File: src/design/warp_defines.svh
`ifndef WARP_DEFINES_SVH
`define WARP_DEFINES_SVH

// Local RAM word-address width
// RAM aliases across its region above this
`define RAM_ADDR_BITS 10

// Clocks from bact to RAM ready
`define RAM_WAIT 2

// Clocks of an unanswered active cycle before BERR
// Also catches an I/O device that never answers
`define BERR_TIMEOUT 64

`endif

File: src/design/warpPkg.sv
package warpPkg;

	// Decoded target of an FSB cycle
	typedef enum logic [1:0] {
		RegRam  = 2'd0,  // A23:22 zero
		RegIo   = 2'd1,  // A23:20 hex E
		RegIack = 2'd2,  // A23:4 all ones
		RegNone = 2'd3   // Unmapped, ends by timeout
	} region_e;

	// CPU cycle as seen on the FSB pins, lanes active high
	typedef struct packed {
		logic [23:1] addr;   // Word address, no A0 on the 68000
		logic        write;
		logic        upper;  // D15:8 lane
		logic        lower;  // D7:0 lane
		logic [15:0] wdata;
	} fsbCycle_t;

	// Latched request toward the I/O master
	typedef struct packed {
		logic [23:1] addr;
		logic        write;
		logic        upper;
		logic        lower;
		logic [15:0] wdata;
	} ioReq_t;

	// Answer from the I/O master
	typedef struct packed {
		logic [15:0] rdata;
		logic        berr;   // Device ended with BERR
	} ioResp_t;

endpackage

File: src/design/ioBridge.sv
`timescale 1ns/10ps

module ioBridge (
	input  logic               CLK_FSB,
	input  logic               rstN,
	input  logic               bact,
	input  warpPkg::region_e   region,
	input  warpPkg::fsbCycle_t cyc,
	output logic               ioReady,
	output logic               ioBerr,
	output logic [15:0]        ioRdataOut,
	output logic               reqValid,
	output warpPkg::ioReq_t    req,
	input  logic               reqDone,
	input  warpPkg::ioResp_t   resp
);
	import warpPkg::*;

	typedef enum logic [1:0] {
		StIdle,  // Waiting for an I/O cycle or a free latch
		StRead,  // Read in the latch, master busy with it
		StDone   // CPU answered, wait for bact to fall
	} state_e;

	state_e state;
	logic ioSel;
	logic latchFree;
	logic accept;      // Cycle goes into the latch this clock
	ioReq_t cycReq;

	assign ioSel = bact && (region == RegIo);
	assign latchFree = !reqValid || reqDone;  // Empty, or emptied this clock
	assign accept = (state == StIdle) && ioSel && latchFree;
	assign cycReq = '{addr: cyc.addr, write: cyc.write, upper: cyc.upper,
		lower: cyc.lower, wdata: cyc.wdata};

	always_ff @(posedge CLK_FSB) begin
		if (!rstN) begin
			state <= StIdle;
			reqValid <= 1'b0;
			ioReady <= 1'b0;
			ioBerr <= 1'b0;
		end else begin
			if (reqDone)
				reqValid <= 1'b0;  // Master finished the latched request
			case (state)
				StIdle: begin
					if (accept) begin
						reqValid <= 1'b1;
						if (cyc.write) begin
							ioReady <= 1'b1;  // Posted, ack at once
							state <= StDone;
						end else begin
							state <= StRead;
						end
					end
				end
				StRead: begin
					if (reqDone && bact) begin
						ioReady <= !resp.berr;
						ioBerr <= resp.berr;
						state <= StDone;
					end else if (reqDone) begin
						state <= StIdle;   // CPU already left on timeout
					end
				end
				StDone: begin
					if (!bact) begin
						ioReady <= 1'b0;
						ioBerr <= 1'b0;
						state <= StIdle;
					end
				end
				default: state <= StIdle;
			endcase
		end
	end

	// Request latch and read data holding
	always_ff @(posedge CLK_FSB) begin
		if (accept)
			req <= cycReq;
		if (state == StRead && reqDone)
			ioRdataOut <= resp.rdata;
	end

endmodule

File: config.mk
export PLATFORM = sky130hd
export DESIGN_NAME = ioBridge
export DESIGN_NICKNAME = d
export VERILOG_FILES = /design/src/design/warp_defines.svh /design/src/design/warpPkg.sv /design/src/design/ioBridge.sv
export SDC_FILE = /design/constraint.sdc
export NUM_CORES = 1
export LEC_CHECK = 0
export BUFFER_PORTS_ARGS = -buffer_cell sky130_fd_sc_hd__clkbuf_2
export CORE_MARGIN = 2
export CORE_UTILIZATION = 42
export DETAILED_ROUTE_END_ITERATION = 12
export GPL_ROUTABILITY_DRIVEN = 0
export PLACE_DENSITY = 0.87
export SYNTH_ARGS = -nofsm -noshare
export SYNTH_HDL_FRONTEND = slang
export SYNTH_SLANG_ARGS = --single-unit
File: constraint.sdc
create_clock -name CLK_FSB -period 2.1 [get_ports CLK_FSB]
set_input_delay 0.21 -clock CLK_FSB [delete_from_list [all_inputs] [get_ports CLK_FSB]]
set_output_delay 0.21 -clock CLK_FSB [all_outputs]
set_load 0.01 [all_outputs]
# Word level (Yosys, flattened, before mapping)
# Cells that the tools add are included.
# classes
eq_ne,8
muxes,16
reduce_logical,14
# op_table
operator,count
two-way mux 2 bit,5
two-way mux 1 bit,8
"inequality test 2 bit, second input constant",4
case mux 2 bit (3 select lines),1
AND reduction 3 bit,2
logical AND 1 bit,5
AND reduction 5 bit,1
"equality test 2 x 1 -> 1 bit, second input constant",2
"inequality test 3 bit, second input constant",1
case mux 1 bit (3 select lines),1
nonzero test 3 bit,1
"equality test 2 bit, second input constant",1
zero test 1 bit,2
zero test 2 bit,1
case mux 1 bit (2 select lines),1
nonzero test 2 bit,1
logical OR 1 bit,1
# word_totals
register_bits,63
inputBits,65
out_inout_bits,61
elab_cells,48

# Longest topological paths before layout
# Gate-level depths: netlist (run 1).
# depth
ltp_word,6
mapped_depth,5
mapped_depth_nobuf,4

# Worst setup path after synthesis (run 1)
# No wires, ideal clock.
# synth_timing
kind,input port to flip-flop
from,input region[1]
to,"register req[0] (netlist name), enable pin"
setup_ps,380
arrival_ps,1158
t_required_ps,1720
path_slack_ps,562
path_stages,2
n_path_buf,0
cell_sequence,and3b_4 and3_2
# synth_between
elab_chain_cells,4
# synth_lines
item,line,rtl
start: declaration,ioBridge.sv:7,"input warpPkg::region_e region,"
equality test 2 x 1 -> 1 bit,ioBridge.sv:31,assign ioSel = bact && (region == RegIo);
logical AND 1 bit,ioBridge.sv:31,
logical AND 1 bit (2 in a row),ioBridge.sv:33,assign accept = (state == StIdle) && ioSel && latchFree;
net accept,ioBridge.sv:28,logic accept;
end signal: assignment,ioBridge.sv:82,req <= cycReq;
end: declaration,ioBridge.sv:13,"output warpPkg::ioReq_t req,"
# The timed path passes the listed nets, and every way through them passes these cells.
# A chain may end at the register's enable or synchronous reset.

# Final worst setup path (run 1)
# layout_timing
from,register state[0]
to,"register ioRdataOut[5], enable pin"
# layout_between
elab_chain_cells,2
# layout_lines
item,line,rtl
start: declaration,ioBridge.sv:25,state_e state;
start signal: assignment,ioBridge.sv:39,state <= StIdle;
start signal: assignment,ioBridge.sv:52,state <= StDone;
start signal: assignment,ioBridge.sv:54,state <= StRead;
equality test 2 x 1 -> 1 bit,ioBridge.sv:83,if (state == StRead && reqDone)
logical AND 1 bit,ioBridge.sv:83,
end signal: assignment,ioBridge.sv:84,ioRdataOut <= resp.rdata;
end: declaration,ioBridge.sv:11,"output logic [15:0] ioRdataOut,"
# No other way between the ends.

==> summary by stage, run 1 <==
Run status
The flow ran to the end, and the final reports show no timing, DRC or antenna violations.

Synthesis
The synthesis warning total is 0. The netlist uses 20 different library cells. Counting flops with a built-in enable in the synthesized netlist gives 58.

Of the post-synthesis cell area, the dominant cell type holds 85.6%. The cell count after synthesis is 93. The cell taking the most area after synthesis is edfxtp_1.

Sequential cells were found to cover 90.5% of the synthesized design area. In the post-synthesis netlist, the cell with the most instances is edfxtp_1. Ranked by instance count, the synthesized netlist is headed by edfxtp_1 (58), dfxtp_1 (5), o21ai_0 (5). The number of nets handed over by synthesis was 158. The share of synthesized flip-flops with an asynchronous set or reset is 0%. In the synthesized netlist, mux cells make up 0% of the area. The synthesized netlist devotes roughly 4.7% of its cell area to compound gates. The top flip-flop cell by instance count after synthesis is edfxtp_1. After Yosys synthesis, full adders, half adders and majority gates account for 0% of the synthesized area. The combinational family with the most area after synthesis is compound AO/OA/AOI/OAI gates. The XOR/XNOR share of the synthesized area is 0%.

The mean instance size in the synthesized netlist is between 20 and 25 µm². Ranked by total cell area, the synthesized netlist is headed by edfxtp_1 (86%), dfxtp_1 (4.9%), o21ai_0 (1.2%). The area of the mapped netlist is 2030 µm². The simple-gate share of the synthesized area is 4.18%. Synthesis inferred 63 register bits.

GRT
Entering global routing, the biggest net connects 44 pins. The initial antenna violation count is 0. The number of global-route vias before repair is 1,232.

The combined global-route utilization of all metal layers is roughly 16%. The residual overflow from global routing is 0. The first global-routing pass estimated 5930 µm of wire.

Clock tree
The clock reaches the later pin of the worst-skew pair after 0.32 ns. The number of buffers inserted for hold repair after clock tree synthesis is 0. The root cell of the clock tree is clkbuf_8.

Once the clock tree was built, the resizer swapped 0 gates to a different size. Counting along the longest clock path gives a buffer depth of 2. The post-CTS setup repair buffer count is 0.

The count of H-tree levels built during CTS is 3. Clock tree synthesis found a total of 63 sinks. TritonCTS built the clock tree. After clock tree synthesis, the clock-pin slew on the worst setup and hold paths is 0.06 ns. The number of clock buffers added by TritonCTS is 9.

Floorplan
The starting density of the core is roughly 43%. The overall die area is 5420 µm². For this design the top-level I/O count stands at 126. The core region area is 4690 µm².

In this run the horizontal extent of the chip is 73.6 µm. The height of the die is around 74 µm. The floorplan has 25 rows.

Place
The count of buffers added on input and output ports is 125. The HPWL after detailed placement is 3450 µm.

STA
Setup repair after global routing left no endpoint under its margin. The final count of hold timing violations is 0. The total negative slack is 0 ns. The shortest period the worst path allows is 1.53 ns. For the pin with the worst max-slew slack, the measured transition is 0.676 ns. Derived from the worst setup path, the maximum achievable clock frequency is 0.652 GHz. The clock arrives with between 0.003 and 0.004 ns of skew. The worst pin sits at a relative slew slack of 54.9%. The share of the clock period used by the worst path is 73.0%. The max-slew violation total from the final report is 0. On the final layout, the worst hold slack is between 0.06 and 0.07 ns. Setup violations remaining at the end of the flow were counted as 0.

Critical path
In this run the worst path has a maximum fanout of 16. The critical path goes through and3_1. The number of cell instances on the worst register-to-register path is 1. The critical path capture point type is a flip-flop.

The destination of the worst register-to-register timing path is ioRdataOut[5]$_DFFE_PP_. In this run the worst setup path begins at state[0]$_SDFFE_PN0P_. The critical path buffer and inverter count is 0. The endpoint of the worst setup timing path is ioRdataOut[5]$_DFFE_PP_. The startpoint identified for the worst register-to-register timing path is state[0]$_SDFFE_PN0P_.

At the worst endpoint, the arrival time is 1.48 ns. The logic depth of the worst setup path including buffers is 1. The startpoint kind of the worst setup timing path is a flip-flop. The critical path's top delay family is simple AND/OR/NAND/NOR gates. The reg-to-reg setup timing slack is 0.57 ns.

The maximum cell stage delay along the critical path is 0.66 ns. The path type of the worst setup path is flip-flop to flip-flop. STA puts the critical path data required time at about 2.1 ns. The cell with the largest stage delay on the worst path is and3_1.

Drt
The first routing iteration left between 80 and 90 violations. Wires add up to around 4400 µm. The total iterations of the first detailed-routing run is 4. The post-detailed-route wirelength per cell is 15.4 µm. The post-detailed-route via-to-cell ratio is 4.77. The DRC violations left is 0. The via count is 1,374. The number of antenna-violating nets in the routed design is 0.

Cells and area
Cells with a size suffix above 1 make up 60.7% of the layout. The final antenna diode count is 0. The core occupancy in the finished layout is 61.8%. At the end of the flow, the number of nets in the layout was 294.

The layout overhead on the synthesized area is 42.4%.

Min path
The path category of the worst min-delay check is input port to flip-flop.

Run
The number of maximum-capacitance violations is 0.

Pwr
The leakage dissipation is 1.24 nW. The overall power after layout is ~2.4 mW. The worst-case IR drop observed on VDD is 0.359 mV. The power density of the placed cells is 822 nW/µm².
## stage by stage
step,instance area [µm²],cells,setup slack [ns]
2_1_floorplan,2030,93,0.562
3_3_place_gp,2740,272,0.625
3_5_place_dp,2740,272,0.566
4_1_cts,2900,288,0.557
5_1_grt,2900,288,0.498
6_report,2900,288,0.567
## worst min path at each step
stage,startpoint,to,cells after the start
global placement,cyc[11],req[11]$_DFFE_PP_,1
floorplan,resp[1],ioRdataOut[0]$_DFFE_PP_,0
detailed placement,cyc[28],req[28]$_DFFE_PP_,1
global route,cyc[17],req[17]$_DFFE_PP_,1
finish,cyc[17],req[17]$_DFFE_PP_,1
CTS,cyc[17],req[17]$_DFFE_PP_,1
## layer usage
layer	vias to the layer above	track usage (%)	routed length, µm	share of wire [%]
met5	-	0	0	0
met4	0	8.89	79	1.8
met3	10	7.00	402	9.1
met2	80	24.9	2270	51
met1	645	17.7	1680	38
li1	639	-	-	-
## final cells by class
type	instances	area, µm²
flip-flops and latches	63	1840
clock buffers	10	128
multi-input cells	27	180
fillers	329	1790
well taps	54	67.6
repair buffers	126	646
inverters	2	7.51
clock inverters	6	27.5
## power by group
group,total (mW),switching (mW),internal [mW]
clock network,0.817,0.407,0.410
registers,1.42,0.0114,1.41
logic,0.146,0.0729,0.0731
total,2.38,0.491,1.89
## flip-flops by register name (all words and copies together) (netlist names)
| name | count |
|---|---|
| req | 42 |
| ioReady | 1 |
| ioBerr | 1 |
| state | 2 |
| reqValid | 1 |
| ioRdataOut | 16 |
## placed cells by master, fill, tap and decap left out
cell type     n
clkbuf_2    125
edfxtp_1     58
clkbuf_8      9
o21ai_0       5
dfxtp_1       5
nor2_1        4
clkinv_1      4
nand2_1       3
inv_1         2
nand3_1       2
o211ai_1      2
and3b_4       1
nand2b_4      1
and3_2        1
and3_1        1
a311oi_2      1
a22o_2        1
a21boi_0      1
a211o_1       1
nand4b_1      1
o21ai_1       1
a32oi_1       1
clkinv_2      1
clkinvlp_4    1
clkbuf_1      1
buf_12        1
## logic make-up (layout without fill, tap and decap cells)
| group | after synthesis | after routing |
|---|---|---|
| AOI/OAI and AO/OA | 13 | 13 |
| DFF | 63 | 63 |
| buffers and inverters | 3 | 144 |
| and+or+nand+nor | 14 | 14 |
(Power assumes the default switching activity.)
==> inputs of run 2 (changes only) <==
clock period = 1.6 ns   (was 2.1 ns; I/O delays follow)
==> summary by stage, run 2 (same netlist as run 1, synthesis figures left out) <==
Critical path
The timing startpoint of the critical path is state[0]$_SDFFE_PN0P_ (unchanged). The destination of the worst register-to-register timing path is req[13]$_DFFE_PP_ (was ioRdataOut[5]$_DFFE_PP_). The startpoint kind of the worst setup timing path is a flip-flop (unchanged). The endpoint of the worst setup timing path is req[13]$_DFFE_PP_ (was ioRdataOut[5]$_DFFE_PP_).

The required time at the endpoint of the critical path came to 1.61 ns (was 2.05 ns). The reg-to-reg setup timing slack was 0.22 ns (was 0.57 ns). The maximum cell stage delay along the critical path was 0.40 ns (was 0.66 ns). The number of cell instances on the worst register-to-register path is 3 (was 1).

The beginning of the worst register-to-register path is state[0]$_SDFFE_PN0P_ (unchanged). The cell with the largest stage delay on the worst path was dfxtp_1 (was and3_1). The critical path capture point type is a flip-flop (unchanged). The logic depth of the worst setup path including buffers is 3 (was 1). The peak fanout along the critical path is 43 (was 16).

The data arrival time at the worst-slack endpoint is 1.39 ns (was 1.48 ns). Chain of cells forming the critical path: nor2_1 -> and3_2 -> buf_12 (was and3_1). The critical path's top delay family is simple AND/OR/NAND/NOR gates (unchanged). The path type of the worst setup path is flip-flop to flip-flop (unchanged). The critical path buffer and inverter count is 1 (was 0).

Floorplan
The starting density of the core is 43.4% (unchanged). The floorplan die width was 73.6 µm (unchanged). The number of primary I/O pins is 126 (unchanged). The core region area is 4690 µm² (unchanged). The overall die area is 5420 µm² (unchanged). The site row count is 25 (unchanged). The height of the die came to 73.6 µm (unchanged).

Cells and area
The final antenna diode count came to 0 (unchanged). The layout overhead on the synthesized area is 53.1% (was 42.4%). The most flop-heavy register is req (unchanged). The most common library cell in the layout ignoring fill and taps is clkbuf_2 (unchanged). Registers with the most flip-flops: req (42), ioRdataOut (16), state (2) (unchanged).

The number of filler cells placed in the layout is 319 (was 329). The number of nets in the layout is 316 (was 294). The share of cells above drive strength 1 is 55.9% (was 60.7%).

Commonest cells after routing, fill and taps aside: clkbuf_2 (125), edfxtp_1 (58), dlygate4sd3_1 (21) (was clkbuf_2 (125), edfxtp_1 (58), clkbuf_8 (9)). The number of flip-flops in the largest register is 42 (unchanged).

STA
The worst setup margin is 0.218 ns (was 0.567 ns). The number of endpoints failing setup at the final stage was 0 (unchanged). The shortest period the worst path allows is 1.38 ns (was 1.53 ns).

The post-route clock skew is 0.00596 ns (was 0.00334 ns). The remaining max-slew budget at the tightest pin came to 78.3% (was 54.9%). The transition time at the pin with the least slew margin is 0.325 ns (was 0.676 ns). The max-slew violation total from the final report was 0 (unchanged). The fmax is 0.724 GHz (was 0.652 GHz). The total negative slack is 0 ns (unchanged).

Unrepaired setup endpoints after global routing: false (unchanged). The share of the clock period used by the worst path is 86.4% (was 73.0%). The final count of hold timing violations came to 0 (unchanged).

Run
The number of maximum-capacitance violations is 0 (unchanged).

Clock tree
The number of gates resized after CTS is 0 (unchanged). The number of buffers on the longest clock path is 2 (unchanged). The number of buffers inserted for hold repair after clock tree synthesis is 14 (was 0).

The number of clock sinks seen by CTS was 63 (unchanged). The clock slew seen by the registers of the worst setup and hold paths came to 0.06 ns (about the same). The post-CTS setup repair buffer count is 0 (unchanged).

The total CTS buffers is 9 (unchanged). The CTS tree is yes (unchanged). The count of H-tree levels built during CTS came to 3 (unchanged). The root cell of the clock tree is clkbuf_8 (unchanged).

The clock latency on the worst-skew pair came to 0.32 ns (about the same).

Drt
The count of routing violations after the opening detailed-route iteration is 83 (was 87). The DRC violations left was 0 (unchanged). The post-detailed-route via-to-cell ratio is 4.74 (was 4.77). The via count is 1,470 (was 1,374). The total iterations of the first detailed-routing run is 4 (unchanged). The number of antenna-violating nets in the routed design is 0 (unchanged). The post-detailed-route wirelength per cell is 17.3 µm (was 15.4 µm). The wire length after detailed routing is 5370 µm (was 4430 µm).

Pwr
The power density of the placed cells was 1030 nW/µm² (was 822 nW/µm²). The leakage dissipation is 1.34 nW (was 1.24 nW). The worst vdd rail ir drop came to 0.424 mV (was 0.359 mV).

GRT
The number of global-route vias before repair was 1,351 (was 1,232). The combined global-route utilization of all metal layers is 17.8% (was 15.7%). The maximum number of pins on one net before global-route repair is 44 (unchanged). The initial antenna violation count came to 0 (unchanged).

The residual overflow from global routing is 0 (unchanged). The global-route wire length before repair is 6600 µm (was 5930 µm).

Min path
The worst min-delay path startpoint is cyc[37] (was cyc[17]). The path category of the worst min-delay check is input port to flip-flop (unchanged).

Place
The count of input and output buffers came to 125 (unchanged). The post-placement worst setup slack is 0.242 ns (was 0.566 ns). The HPWL after detailed placement came to 3380 µm (was 3450 µm).

Run status
Outcome: finished, final reports clean (unchanged).
[run 2: power breakdown]
part | leakage, nW | total (mW) | internal (mW) | switching (mW)
combinational | 0.690 | 0.239 | 0.130 | 0.109
clock | 0.0762 | 1.10 | 0.538 | 0.559
sequential | 0.570 | 1.86 | 1.85 | 0.0169
[run 2: worst min-delay path by stage]
| stage | to | slack (ns) | cells after the start |
|---|---|---|---|
| 6_report | req[37]$_DFFE_PP_ | 0.02 | 1 |
| 5_1_grt | req[37]$_DFFE_PP_ | -0.006 | 1 |
| 4_1_cts | req[27]$_DFFE_PP_ | 0.0002 | 1 |
| 3_5_place_dp | req[0]$_DFFE_PP_ | 0.34 | 1 |
| 3_3_place_gp | req[38]$_DFFE_PP_ | 0.34 | 1 |
| 2_1_floorplan | ioRdataOut[0]$_DFFE_PP_ | 0.26 | 0 |
[run 2: through the flow]
stage | utilization (%) | hold WS [ns] | instance area (µm²) | instances | power [mW]
final | 66.4 | 0.0175 | 3120 | 310 | 3.20
after global routing | 66.4 | -0.00586 | 3120 | 310 | 3.31
after CTS | 64.9 | 0.000246 | 3050 | 303 | 3.18
after detailed placement | 58.6 | 0.339 | 2750 | 273 | 2.09
after global placement | 58.6 | 0.338 | 2750 | 273 | 2.08
after floorplan | - | 0.259 | 2030 | 93 | 1.95
[run 2: metal layers]
metal / up-vias / GRT usage, % / wire length, µm
li1: 684 / - / -
met3: 10 / 4.25 / 452
met2: 96 / 28.9 / 2820
met4: 0 / 11.7 / 116
met5: - / 0 / 0
met1: 680 / 20.9 / 1980
[run 2: cell type report]
cell class              instances  area (µm²)  area share (%)
repair buffers                148         863            27.7
inverters                       2        7.51           0.241
clock inverters                 6        27.5           0.884
well taps                      54        67.6            2.17
flip-flops and latches         63        1840            59.1
multi-input cells              27         180            5.78
clock buffers                  10         128            4.10
==> inputs of run 3 (changes only) <==
PLACE_DENSITY = not set   (was 0.87)
PLACE_DENSITY_LB_ADDON = 0.25   (was not set)
==> summary by stage, run 3 (same netlist as run 1, synthesis figures left out) <==
Drt
The via count came to 1,534 (was 1,470). The number of antenna-violating nets in the routed design is 0 (unchanged). The DRC violations left is 0 (unchanged). The total iterations of the first detailed-routing run was 4 (unchanged).

The post-detailed-route wirelength per cell is 13.9 µm (was 17.3 µm). The count of routing violations after the opening detailed-route iteration is 52 (was 83). The wire length after detailed routing was 4810 µm (was 5370 µm). The post-detailed-route via-to-cell ratio is 4.43 (was 4.74).

STA
The remaining max-slew budget at the tightest pin was 83.4% (was 78.3%). Unrepaired setup endpoints after global routing: false (unchanged). The share of the clock period used by the worst path was 87.0% (was 86.4%). The total negative slack is 0 ns (unchanged). The post-route clock skew is 0.00591 ns (was 0.00596 ns). The transition time at the pin with the least slew margin was 0.249 ns (was 0.325 ns). The final count of hold timing violations was 0 (unchanged). The number of endpoints failing setup at the final stage is 0 (unchanged).

The max-slew violation total from the final report was 0 (unchanged). The shortest period the worst path allows came to 1.39 ns (was 1.38 ns). The fmax was 0.719 GHz (was 0.724 GHz).

Critical path
The path type of the worst setup path was flip-flop to flip-flop (unchanged). The data arrival time at the worst-slack endpoint is 1.40 ns (was 1.39 ns). The required time at the endpoint of the critical path is 1.61 ns (about the same). The startpoint kind of the worst setup timing path is a flip-flop (unchanged). The critical path capture point type was a flip-flop (unchanged). The peak fanout along the critical path is 18 (was 43).

Floorplan
The starting density of the core is 43.4% (unchanged). The overall die area is 5420 µm² (unchanged). The core region area is 4690 µm² (unchanged). The floorplan die width was 73.6 µm (unchanged). The number of primary I/O pins came to 126 (unchanged). The site row count is 25 (unchanged).

The height of the die is 73.6 µm (unchanged).

Pwr
The leakage dissipation was 1.52 nW (was 1.34 nW). The overall power after layout is 3.53 mW (was 3.20 mW). The power density of the placed cells came to 1000 nW/µm² (was 1030 nW/µm²). The worst vdd rail ir drop is 0.712 mV (was 0.424 mV).

Cells and area
Commonest cells after routing, fill and taps aside: clkbuf_2 (125), edfxtp_1 (58), dlygate4sd3_1 (55) (was clkbuf_2 (125), edfxtp_1 (58), dlygate4sd3_1 (21)). The most common library cell in the layout ignoring fill and taps is clkbuf_2 (unchanged). The number of flip-flops in the largest register is 42 (unchanged). The most flop-heavy register is req (unchanged). The number of nets in the layout was 352 (was 316). The share of cells above drive strength 1 is 51.4% (was 55.9%). The final antenna diode count was 0 (unchanged). The final instance count without filler cells was 346 (was 310). Registers with the most flip-flops: req (42), ioRdataOut (16), state (2) (unchanged). The layout overhead on the synthesized area is 73.2% (was 53.1%).

Min path
The path category of the worst min-delay check is input port to flip-flop (unchanged).

GRT
The initial antenna violation count was 0 (unchanged). The combined global-route utilization of all metal layers came to 18.4% (was 17.8%). The residual overflow from global routing is 0 (unchanged). The number of global-route vias before repair is 1,559 (was 1,351). The global-route wire length before repair was 7020 µm (was 6600 µm). The maximum number of pins on one net before global-route repair came to 26 (was 44).

Clock tree
The root cell of the clock tree was clkbuf_8 (unchanged). The total CTS buffers came to 9 (unchanged). The number of clock sinks seen by CTS was 63 (unchanged). The clock slew seen by the registers of the worst setup and hold paths is 0.07 ns (was 0.06 ns). The CTS tree was yes (unchanged). The number of gates resized after CTS is 0 (unchanged). The count of H-tree levels built during CTS came to 3 (unchanged). The number of buffers on the longest clock path is 2 (unchanged). The post-CTS setup repair buffer count is 0 (unchanged).

The clock latency on the worst-skew pair came to 0.32 ns (about the same).

Place
The number of placed cells counting well taps is 275 (was 273). The HPWL after detailed placement is 3040 µm (was 3380 µm). The count of input and output buffers came to 125 (unchanged).

Run status
Outcome: finished, final reports clean (unchanged).

Run
The number of maximum-capacitance violations is 0 (unchanged).
-- run 3: area by class of cell --
| class | instances | area [µm²] |
|---|---|---|
| fillers | 306 | 1170 |
| clock inverters | 5 | 56.3 |
| repair buffers | 184 | 1220 |
| clock buffers | 11 | 151 |
| multi-input cells | 27 | 180 |
| inverters | 2 | 7.51 |
| well taps | 54 | 67.6 |
| flip-flops and latches | 63 | 1840 |
-- run 3: path summary, 6_finish.rpt --
| check | start | end | slack (ns) | cells after the start |
|---|---|---|---|---|
| setup reg to reg | state[1]$_SDFFE_PN0P_ | req[6]$_DFFE_PP_ | 0.21 | 3 |
| hold reg to reg | ioReady$_SDFFE_PN0P_ | ioReady$_SDFFE_PN0P_ | 0.52 | 2 |
| setup / recovery | state[1]$_SDFFE_PN0P_ | req[6]$_DFFE_PP_ | 0.21 | 3 |
| hold / removal | cyc[39] | req[39]$_DFFE_PP_ | 0.02 | 1 |
-- run 3: power by group --
part	internal (mW)	switching [mW]	leakage [nW]	total (mW)
clock	0.801	0.573	0.105	1.37
sequential	1.85	0.0139	0.570	1.86
combinational	0.185	0.115	0.842	0.300
-- run 3: what timing repair did --
action	in CTS	in global routing
hold buffers	50	5
setup endpoints to repair	0	0
endpoints found under the hold margin	50	5
-- run 3: critical path: stages (launching register included) --
cell and delay [ns]:
dfxtp_1 0.38, nor2_1 0.18, and3_2 0.25, buf_4 0.27
-- run 3: layer usage --
layer / global-route usage [%] / routed length [µm]
met3: 8.78 / 551
met2: 29.7 / 2390
met1: 19.3 / 1790
met4: 11.5 / 76
met5: 0 / 0
-- run 3: metrics by stage --
step                      setup slack [ns]  hold slack (ns)  cell area [µm²]  util [%]
after floorplan                     0.0816            0.259             2030         -
after global placement               0.254            0.337             2770      58.9
after detailed placement             0.233            0.339             2770      58.9
after CTS                            0.223         0.000143             3470      74.0
after global routing                 0.175          0.00589             3520      75.1
final                                0.209           0.0236             3520      75.1
